--- src/cachePkg.sv ---
package cachePkg;

  //////////////////////////////////////////////////
  // cache geometry
  //////////////////////////////////////////////////

  // one data word and the physical address space
  localparam int XLEN = 32;
  localparam int PA_BITS = 16;

  // direct-mapped, 16 lines of four words
  localparam int WORDS_PER_LINE = 4;
  localparam int NUM_LINES = 16;

  // address split: tag | index | word | byte
  localparam int OFFSET_LEN = $clog2(WORDS_PER_LINE * XLEN / 8);
  localparam int INDEX_LEN = $clog2(NUM_LINES);
  localparam int TAG_LEN = PA_BITS - OFFSET_LEN - INDEX_LEN;
  localparam int LOG_WPL = $clog2(WORDS_PER_LINE);

  //////////////////////////////////////////////////
  // payload types
  //////////////////////////////////////////////////

  typedef logic [XLEN-1:0] wordT;
  // word 0 sits in the low bits of the line
  typedef wordT [WORDS_PER_LINE-1:0] lineT;
  typedef logic [TAG_LEN-1:0] tagT;
  typedef logic [INDEX_LEN-1:0] indexT;
  typedef logic [PA_BITS-1:0] adrT;

  // cpu request code, 11 is unused
  typedef logic [1:0] rwT;
  localparam rwT RW_IDLE = 2'b00;
  localparam rwT RW_WRITE = 2'b01;
  localparam rwT RW_READ = 2'b10;

endpackage
--- src/dcache.sv ---
`timescale 1ns/1ps

// direct-mapped write-back L1 data cache
module dcache (
  input  logic           clk,
  input  logic           rst,
  // cpu side
  input  cachePkg::rwT   rw,
  input  logic           flush,
  input  cachePkg::adrT  adr,
  input  cachePkg::wordT writeData,
  output cachePkg::wordT readData,
  output logic           done,
  // bus side
  output logic           fetchLine,
  output logic           writeLine,
  input  logic           busAck,
  output cachePkg::adrT  busAdr,
  output cachePkg::lineT busWriteData,
  input  cachePkg::lineT memLineData,
  // performance counters
  output logic           miss,
  output logic           access
);

  import cachePkg::*;

  tagT reqTag;
  indexT reqIndex;
  logic [LOG_WPL-1:0] wordSel;
  indexT arrayIndex;
  lineT wayLine;
  lineT readLine;
  tagT victimTag;
  indexT flushIndex;
  logic hit;
  logic victimDirty;
  logic setValid;
  logic setDirty;
  logic clearDirty;
  logic wordWriteEn;
  logic lineWriteEn;
  logic selFlush;
  logic selFetch;

  //////////////////////////////////////////////////
  // address split and array index
  //////////////////////////////////////////////////

  assign reqTag = adr[PA_BITS-1 -: TAG_LEN];
  assign reqIndex = adr[OFFSET_LEN +: INDEX_LEN];
  // word select sits just above the byte offset
  assign wordSel = adr[OFFSET_LEN-1 -: LOG_WPL];

  // flush walks the lines, everything else uses the request index
  assign arrayIndex = selFlush ? flushIndex : reqIndex;

  // fills take the bus line, word writes the replicated cpu word
  assign wayLine = selFetch ? memLineData : {WORDS_PER_LINE{writeData}};

  cacheWay way (
    .clk,
    .rst,
    .index(arrayIndex),
    .tag(reqTag),
    .wordSel,
    .wordWriteEn,
    .lineWriteEn,
    .setValid,
    .setDirty,
    .clearDirty,
    .writeLine(wayLine),
    .readLine,
    .hit,
    .victimDirty,
    .victimTag
  );

  cacheCtrl ctrl (
    .clk,
    .rst,
    .rw,
    .flush,
    .hit,
    .victimDirty,
    .busAck,
    .done,
    .fetchLine,
    .writeLine,
    .wordWriteEn,
    .lineWriteEn,
    .setValid,
    .setDirty,
    .clearDirty,
    .selFlush,
    .selFetch,
    .flushIndex,
    .miss,
    .access
  );

  //////////////////////////////////////////////////
  // result select and bus address
  //////////////////////////////////////////////////

  // addressed word of the line on the array output
  assign readData = readLine[wordSel];

  // fetch uses the request tag, write-back the stored victim tag
  // the index is whatever the array is reading, request or flush
  assign busAdr = {selFetch ? reqTag : victimTag, arrayIndex, {OFFSET_LEN{1'b0}}};

  // victim line straight from the data array
  assign busWriteData = readLine;

endmodule

--- src/cacheCtrl.sv ---
`timescale 1ns/1ps

// request decode and sequencing of lookup, eviction, fill and flush
module cacheCtrl (
  input  logic            clk,
  input  logic            rst,
  input  cachePkg::rwT    rw,
  input  logic            flush,
  input  logic            hit,
  input  logic            victimDirty,
  input  logic            busAck,
  output logic            done,
  output logic            fetchLine,
  output logic            writeLine,
  output logic            wordWriteEn,
  output logic            lineWriteEn,
  output logic            setValid,
  output logic            setDirty,
  output logic            clearDirty,
  output logic            selFlush,
  output logic            selFetch,
  output cachePkg::indexT flushIndex,
  output logic            miss,
  output logic            access
);

  import cachePkg::*;

  typedef enum logic [2:0] {
    idle,
    lookup,
    evict,
    fetch,
    flushCheck,
    flushWrite
  } stateT;

  stateT state;
  stateT nextState;
  indexT flushCnt;
  logic lastIndex;
  logic advance;
  logic relookup;
  logic isRead;
  logic isWrite;

  // request decode
  assign isRead = (rw == RW_READ);
  assign isWrite = (rw == RW_WRITE);
  assign lastIndex = (flushCnt == indexT'(NUM_LINES - 1));

  //////////////////////////////////////////////////
  // state machine
  //////////////////////////////////////////////////

  always_comb begin
    nextState = state;
    advance = 1'b0;
    case (state)
      idle: begin
        if (flush) begin
          nextState = flushCheck;
        end else if (isRead || isWrite) begin
          nextState = lookup;
        end
      end
      lookup: begin
        // hit ends the request, miss evicts first if needed
        if (hit) begin
          nextState = idle;
        end else if (victimDirty) begin
          nextState = evict;
        end else begin
          nextState = fetch;
        end
      end
      evict: begin
        if (busAck) begin
          nextState = fetch;
        end
      end
      fetch: begin
        // look up again once the new line is in place
        if (busAck) begin
          nextState = lookup;
        end
      end
      flushCheck: begin
        // a written-back line comes back here with dirty clear
        if (victimDirty) begin
          nextState = flushWrite;
        end else if (lastIndex) begin
          nextState = idle;
        end else begin
          advance = 1'b1;
        end
      end
      flushWrite: begin
        if (busAck) begin
          nextState = flushCheck;
        end
      end
      default: nextState = idle;
    endcase
  end

  always_ff @(posedge clk) begin
    if (rst) begin
      state <= idle;
    end else begin
      state <= nextState;
    end
  end

  //////////////////////////////////////////////////
  // flush index and lookup bookkeeping
  //////////////////////////////////////////////////

  // back at index 0 before idle so a new flush reads line 0 first
  always_ff @(posedge clk) begin
    if (rst || nextState == idle) begin
      flushCnt <= '0;
    end else if (advance) begin
      flushCnt <= flushCnt + 1'b1;
    end
  end

  // present the next index early so the array reads it on this edge
  assign flushIndex = advance ? indexT'(flushCnt + 1'b1) : flushCnt;

  // marks the lookup that follows a fill
  always_ff @(posedge clk) begin
    if (rst || state == idle) begin
      relookup <= 1'b0;
    end else if (state == fetch && busAck) begin
      relookup <= 1'b1;
    end
  end

  //////////////////////////////////////////////////
  // outputs
  //////////////////////////////////////////////////

  assign done = (state == lookup && hit) ||
                (state == flushCheck && !victimDirty && lastIndex);
  assign fetchLine = (state == fetch);
  assign writeLine = (state == evict) || (state == flushWrite);

  // write hit updates the word and marks the line dirty
  assign wordWriteEn = (state == lookup) && hit && isWrite;
  assign setDirty = wordWriteEn;

  // fill stores the bus line as a clean valid line
  assign lineWriteEn = (state == fetch) && busAck;
  assign setValid = lineWriteEn;
  assign clearDirty = lineWriteEn || (state == flushWrite && busAck);

  assign selFetch = (state == fetch);
  assign selFlush = (state == idle && flush) ||
                    (state == flushCheck) || (state == flushWrite);

  // performance pulses on the first lookup only
  assign access = (state == lookup) && !relookup;
  assign miss = access && !hit;

  busExclusive: assert property (
    @(posedge clk) disable iff (rst) !(fetchLine && writeLine)
  ) else $error("cacheCtrl: fetchLine and writeLine both high");

endmodule

--- src/cacheWay.sv ---
`timescale 1ns/1ps

// one direct-mapped way: tag store, data store and line state bits
module cacheWay (
  input  logic                          clk,
  input  logic                          rst,
  input  cachePkg::indexT               index,
  input  cachePkg::tagT                 tag,
  input  logic [cachePkg::LOG_WPL-1:0]  wordSel,
  input  logic                          wordWriteEn,
  input  logic                          lineWriteEn,
  input  logic                          setValid,
  input  logic                          setDirty,
  input  logic                          clearDirty,
  input  cachePkg::lineT                writeLine,
  output cachePkg::lineT                readLine,
  output logic                          hit,
  output logic                          victimDirty,
  output cachePkg::tagT                 victimTag
);

  import cachePkg::*;

  logic [NUM_LINES-1:0] valid;
  logic [NUM_LINES-1:0] dirty;
  indexT indexQ;
  tagT storedTag;
  lineT mergedLine;
  lineT arrayLine;

  //////////////////////////////////////////////////
  // storage
  //////////////////////////////////////////////////

  // tag only changes when a whole line comes in from the bus
  cacheArray #(.T(tagT), .DEPTH(NUM_LINES)) tagArray (
    .clk,
    .index,
    .writeEn(lineWriteEn),
    .writeData(tag),
    .readData(storedTag)
  );

  // word write: splice the new word into the line read last cycle
  always_comb begin
    mergedLine = readLine;
    mergedLine[wordSel] = writeLine[wordSel];
  end

  assign arrayLine = wordWriteEn ? mergedLine : writeLine;

  cacheArray #(.T(lineT), .DEPTH(NUM_LINES)) lineArray (
    .clk,
    .index,
    .writeEn(wordWriteEn | lineWriteEn),
    .writeData(arrayLine),
    .readData(readLine)
  );

  //////////////////////////////////////////////////
  // line state and lookup
  //////////////////////////////////////////////////

  // index of the line now on the array outputs
  always_ff @(posedge clk) begin
    indexQ <= index;
  end

  always_ff @(posedge clk) begin
    if (rst) begin
      valid <= '0;
      dirty <= '0;
    end else begin
      if (setValid) begin
        valid[index] <= 1'b1;
      end
      // set and clear never come together
      if (setDirty) begin
        dirty[index] <= 1'b1;
      end else if (clearDirty) begin
        dirty[index] <= 1'b0;
      end
    end
  end

  assign hit = valid[indexQ] && (storedTag == tag);
  // only a valid line can need a write-back
  assign victimDirty = valid[indexQ] && dirty[indexQ];
  assign victimTag = storedTag;

  oneWritePort: assert property (
    @(posedge clk) disable iff (rst) !(wordWriteEn && lineWriteEn)
  ) else $error("cacheWay: word and line write in the same cycle");

  // a fill must make the very next lookup hit
  fillThenHit: assert property (
    @(posedge clk) disable iff (rst) lineWriteEn |=> hit
  ) else $error("cacheWay: no hit in the cycle after a line fill");

endmodule

--- src/cacheArray.sv ---
`timescale 1ns/1ps

// storage for one payload per line, used for both tags and data lines
module cacheArray #(
  parameter type T = cachePkg::lineT,
  parameter int DEPTH = cachePkg::NUM_LINES
) (
  input  logic            clk,
  input  cachePkg::indexT index,
  input  logic            writeEn,
  input  T                writeData,
  output T                readData
);

  // one entry per cache line
  T mem [DEPTH];

  // registered read, one cycle after the index
  // a write forwards its data to the read port so the
  // next lookup on the same index sees the new contents
  always_ff @(posedge clk) begin
    if (writeEn) begin
      mem[index] <= writeData;
      readData <= writeData;
    end else begin
      readData <= mem[index];
    end
  end

  // an unknown index on a write would corrupt an unknown entry
  writeIndexKnown: assert property (
    @(posedge clk) writeEn |-> !$isunknown(index)
  ) else $error("cacheArray: write with unknown index %h", index);

endmodule

--- config.mk ---
export PLATFORM = sky130hd
export DESIGN_NAME = dcache
export DESIGN_NICKNAME = d
export VERILOG_FILES = /design/src/cachePkg.sv /design/src/dcache.sv /design/src/cacheCtrl.sv /design/src/cacheWay.sv /design/src/cacheArray.sv
export SDC_FILE = /design/constraint.sdc
export NUM_CORES = 2
export LEC_CHECK = 0
export BUFFER_PORTS_ARGS = -buffer_cell sky130_fd_sc_hd__buf_2
export CAP_MARGIN = 20
export CORE_MARGIN = 8
export CORE_UTILIZATION = 51
export DETAILED_ROUTE_END_ITERATION = 12
export HOLD_SLACK_MARGIN = 0.06
export PLACE_DENSITY = 0.68
export SLEW_MARGIN = 10
export SYNTH_ARGS = -nofsm -noshare
export SYNTH_HDL_FRONTEND = slang
export SYNTH_SLANG_ARGS = --single-unit
export TNS_END_PERCENT = 100
--- constraint.sdc ---
create_clock -name clk -period 35.7 [get_ports clk]
set_input_delay 3.57 -clock clk [delete_from_list [all_inputs] [get_ports clk]]
set_output_delay 3.57 -clock clk [all_outputs]
set_load 0.05 [all_outputs]
# [After elaboration in Yosys (flattened, before gate mapping)]
# Memory sizes are Yosys's and may differ from the RTL's. A register that Yosys moved wholly into a read port is not among the register bits.
# Cells that the tools add are included.
[totals] reg_bits=44 n_memories=2 word_cells=92 input_bits=182 mem_bits_rw=2176 output_inout_bits=181
[op_classes] bitwise=5 n_eq_ne=9 mux=37 order_cmp=5 n_reduce_logical=27 n_addsub=1
[mem_list] memory="way.lineArray.mem" words=16 word_bits=128 rd=1 rd_ports_with_merged_regs=1 write_ports=1 line_no="cacheArray.sv:16" rtl="T mem [DEPTH];"
[mem_list] memory="way.tagArray.mem" words=16 word_bits=8 rd=1 rd_ports_with_merged_regs=1 write_ports=1 line_no="cacheArray.sv:16"
[op_table] cell="128-bit 2-to-1 mux" count=2
[op_table] cell="32-bit binary-select mux with 2-bit select" count=2
[op_table] cell="128-bit bitwise mux" count=1
[op_table] cell="32-bit 2-to-1 mux" count=3
[op_table] cell="32-bit demux with 2-bit select" count=1
[op_table] cell="16-bit 2-to-1 mux" count=2
[op_table] cell="16-bit bitwise OR" count=2
[op_table] cell="3-bit 2-to-1 mux" count=8
[op_table] cell="3-bit one-hot mux with 6 select lines" count=1
[op_table] cell="16-bit bitwise AND" count=1
[op_table] cell="16-bit NOT" count=1
[op_table] cell="1-bit logical AND" count=13
[op_table] cell="1-bit 2-to-1 mux" count=11
[op_table] cell="4-bit by 5-bit < comparator with 1-bit output, second input constant" count=2
[op_table] cell="1-bit binary-select mux with 4-bit select" count=2
[op_table] cell="8-bit == test" count=1
[op_table] cell="1-bit logical OR" count=8
[op_table] cell="4-bit 2-to-1 mux" count=2
[op_table] cell="8-bit 2-to-1 mux" count=1
[op_table] cell="3-bit by 2-bit == test with 1-bit output, second input constant" count=2
[op_table] cell="3-bit == test, second input constant" count=2
[op_table] cell="3-bit logical NOT" count=2
[op_table] cell="4-bit by 1-bit adder with 4-bit output, second input constant" count=1
[op_table] cell="1-bit demux with 4-bit select" count=1
[op_table] cell="other kinds (10)" count=12

# [Depth between registers and ports, before layout]
[logic_depth] ltp_word=15 depth_mapped=14 ltp_nobuf=10

# [By module]
# A second synthesis with hierarchy kept.
[hier_totals] hier_cells=4059 area_unflattened_um2=88332.2
[by_module_without_submodules] mod="cacheArray (way.lineArray)" cells_per_inst=3241 instances=1 seq_area_each_um2=61579.1 area_per_inst_um2=76877.5
[by_module_without_submodules] mod="cacheArray (way.tagArray)" cells_per_inst=225 instances=1 seq_area_each_um2=3923.8 area_per_inst_um2=5067.4
[by_module_without_submodules] mod="cacheWay" cells_per_inst=324 instances=1 seq_area_each_um2=720.7 area_per_inst_um2=3250.6
[by_module_without_submodules] mod="dcache" cells_per_inst=199 instances=1 seq_area_each_um2=0.0 area_per_inst_um2=2531.2
[by_module_without_submodules] mod="cacheCtrl" cells_per_inst=70 instances=1 seq_area_each_um2=160.2 area_per_inst_um2=605.6

# [Worst setup path before layout]
# OpenSTA, ideal clock, no wires.
[synth_timing] path_kind="input -> register" startpoint="input flush" endpoint="memory way.lineArray.mem[5][0] (netlist name), enable pin" arrival_ns=13.994 setup_slack_ns=20.935 setup_time_ns=0.772 n_path_buf=2 cell_stages=8 t_required_ns=34.928 path_cell_list="a21oi_1 or2_2 clkbuf_1 o21a_1 inv_1 o211ai_1 clkbuf_1 nor3_1"
[synth_between] elab_chain_cells=4
[synth_rtl] element="from (decl)" line_no="dcache.sv:9" rtl="input logic flush,"
[synth_rtl] element="1-bit logical AND" line_no="cacheCtrl.sv:159" rtl="assign selFlush = (state == idle && flush) ||"
[synth_rtl] element="1-bit logical OR" line_no="cacheCtrl.sv:159"
[synth_rtl] element="1-bit logical OR" line_no="cacheCtrl.sv:160" rtl="(state == flushCheck) || (state == flushWrite);"
[synth_rtl] element="4-bit 2-to-1 mux" line_no="dcache.sv:56" rtl="assign arrayIndex = selFlush ? flushIndex : reqIndex;"
[synth_rtl] element="named net busAdr[6]" line_no="dcache.sv:18" rtl="output cachePkg::adrT busAdr,"
[synth_rtl] element="to (decl)" line_no="cacheArray.sv:16"
# The timed path passes the listed nets, and every way through them passes these cells.

==> results.md <==
- Status: finished, final reports clean
- Hold-fix buffers at CTS: 0
- Largest net degree at the start of global routing: 117
- Row Count: 151
- CP startpoint kind: flop
- Post-CTS sizing: 0
- Post-synthesis sequential area ratio: 76.1%
- Slowest stage delay, CP: 0.96 ns
- Final Critical Period: 10.82 ns
- DIE AREA: 184,000 µm²
- Drt via density: 6.49
- Worst-path clk slew: 0.06 ns
- TritonCTS buffer count: 214
- Hold WC Path Type: flop to flop
- Initial Util: 51.4%
- Post-CTS Setup Repair Bufs: 0
- DP HPWL: 137,000 µm
- Leakage: 31.0 nW
- Number of flops mapped to enable cells by yosys: 2,176
- Least-Margin Pin Slew: 1.24 ns
- Crit-path max FO: 48
- Initial DRC count: 5,828
- Setup crit end kind: output pin
- RSZ-0062 raised after global routing: no
- Avg Inst Size Synth: 22.2 µm²
- Tcrit/Tclk final: 30.3%
- CP arrival: 7.25 ns
- Top cells by area, synth: edfxtp_1 75%, mux4_2 18%, a21oi_1 1.7%, dfxtp_1 1.0%, nor2_1 0.72%
- Initial antenna violation count: 14
- Clk sink count: 2,220
- Initial DRT Pass Iterations: 5
- Slowest-stage cell, CP: dfxtp_4
- Worst-case clock buffer depth: 3
- Nets: 4,580
- Ports: 363
- Total congestion overflow: 0
- Htree depth: 4
- Max_slew headroom: 17.3%
- Critical path class: flop to output pin
- Worst EP required: 32.13 ns
- CP most frequent cell: buf_4
- PwrDens: 64.6 nW/µm²
- Most common cell in the netlist: edfxtp_1
- Layout cell share with drive strength beyond 1: 33.3%
- Post-route cell area: 98,900 µm²
- Antenna Nets Post-Route: 0
- Core footprint: 169,000 µm²
- Post-DR wirelength/cell: 35.6 µm
- Routed vias: 44,200
- Setup-failing EPs final: 0
- Commonest cells post-synth: 2,176 x edfxtp_1, 697 x mux4_2, 288 x a21oi_1
- Crit-path cells: buf_4 > buf_4 > buf_4 > buf_4 > mux4_2 > mux4_2 > mux4_2 > buf_2
- Pins Over Slew Limit: 0
- Synth unique cells: 53
- Layout area overhead: 13.6%
- All-layer global routing usage: 25.7%
- Overall power: 6.39 mW
- Worst-Skew Late Latency: 0.87 ns
- Buffers on Ports: 356
- Yosys top cell by area: edfxtp_1
- Top FF cell, synth: edfxtp_1
- Cells after Synth: 3,917
- VDD IR-drop max: 54.8 µV
- Warnings, synthesis: 0
- Vias in the first global route: 43,900
- Final TNS setup: 0 ns
- Die W: 429 µm
- F_max: 92.4 MHz
- Worst path bufs/invs: 5
- Synth async-reset ratio: 0%
- Die height: 429 µm
- # DRC: 0
- Cell Area, Placed: 91,700 µm²
- Synth top area share: 75.0%
- First-pass GRT wire length: 336,000 µm
- Setup Skew: 0.0652 ns
- Hold Vio Cnt, Final: 0
- DRT Wirelength: 242,000 µm
- Root buf cell: clkbuf_16
- CTS tree: done
- Final RePlAce weighted congestion: 0.802
- Seq cells post-synth: 2,220
- Synthesized cell area: 87,100 µm²
- Max Cap Viol: 0
- Crit path max-delay family: buffers and inverters
## cell usage in the layout (no fill, tap or decap), drive strengths merged, types with 34 or more instances in the layout
cell	count
mux2i	34
buf	491
nor2	171
edfxtp	2176
clkbuf	266
dfxtp	44
clkinv	108
mux4	697
nand2	36
a21oi	289
## metrics by stage
step,utilization (%),setup slack [ns],instances,hold slack [ns]
4_1_cts,58.1,24.56,6756,0.463
3_3_place_gp,54.1,25.47,6350,0.442
3_5_place_dp,54.1,25.49,6357,0.448
5_1_grt,58.4,24.30,6799,0.477
2_1_floorplan,-,20.93,3920,0.431
6_report,58.4,24.88,6811,0.460
## sequential cells by signal (all words and copies together) (netlist names), named ones only
register           flops
ctrl.flushCnt          4
ctrl.relookup          1
ctrl.state             3
way.indexQ             4
way.lineArray.mem   2048
way.tagArray.mem     128
way.valid             16
## final timing paths
| kind | start | end | slack [ns] | depth (start not counted) |
|---|---|---|---|---|
| setup / recovery | way.indexQ[0]$_DFF_P_ | readData[0] | 24.88 | 8 |
| hold reg to reg | way.valid[4]$_SDFFE_PP0P_ | way.valid[4]$_SDFFE_PP0P_ | 0.46 | 1 |
| hold / removal | way.valid[4]$_SDFFE_PP0P_ | way.valid[4]$_SDFFE_PP0P_ | 0.46 | 1 |
| setup reg to reg | way.indexQ[0]$_DFF_P_ | way.lineArray.mem[0][20]$_DFFE_PP_ | 27.10 | 14 |
## where the power goes
| part | internal [mW] | switching, mW |
|---|---|---|
| Clock | 1.24 | 0.968 |
| Combinational | 0.454 | 0.837 |
| Sequential | 2.87 | 0.0202 |
## cell families after synthesis
family | Yosys count | synth area share (%)
other | 1 | 0.00431
muxes | 734 | 18.5
adders and majority gates | 2 | 0.0287
DFF | 2220 | 76.1
xor gates and xnor gates | 8 | 0.0805
buffers and inverters | 241 | 1.17
AOI/OAI and AO/OA | 390 | 2.48
and+or+nand+nor | 321 | 1.73
## per-layer routing
layer / vias to the layer above / track usage [%] / share of wire [%]
li1: 17600 / - / -
met1: 23700 / 33.3 / 36
met2: 2438 / 42.3 / 50
met3: 387 / 4.79 / 8.2
met4: 0 / 12.7 / 5.7
met5: - / 0 / 0
## final cells by class
| type | instances | area, µm² |
|---|---|---|
| timing repair buffer | 493 | 3000 |
| sequential | 2220 | 66200 |
| inverter | 8 | 36.3 |
| clock buffer | 264 | 5570 |
| fill | 11900 | 70600 |
| clock inverter | 135 | 1290 |
| antenna | 14 | 35.0 |
| multi-input combinational | 1459 | 20000 |
| tap | 2218 | 2780 |
## worst register-to-register path, stage by stage (launching register included)
cell and delay (ns):
dfxtp_4 0.96, buf_4 0.88, mux4_2 0.64, o22ai_1 0.27, or3_1 0.15, nand4_1 0.16
or4_4 0.54, nor3_4 0.18, buf_4 0.33, a21oi_2 0.23, or3_4 0.48, nor2_4 0.78
buf_4 0.78, buf_4 1.00, buf_4 0.77
No activity file was read; power rests on OpenSTA's default activity.
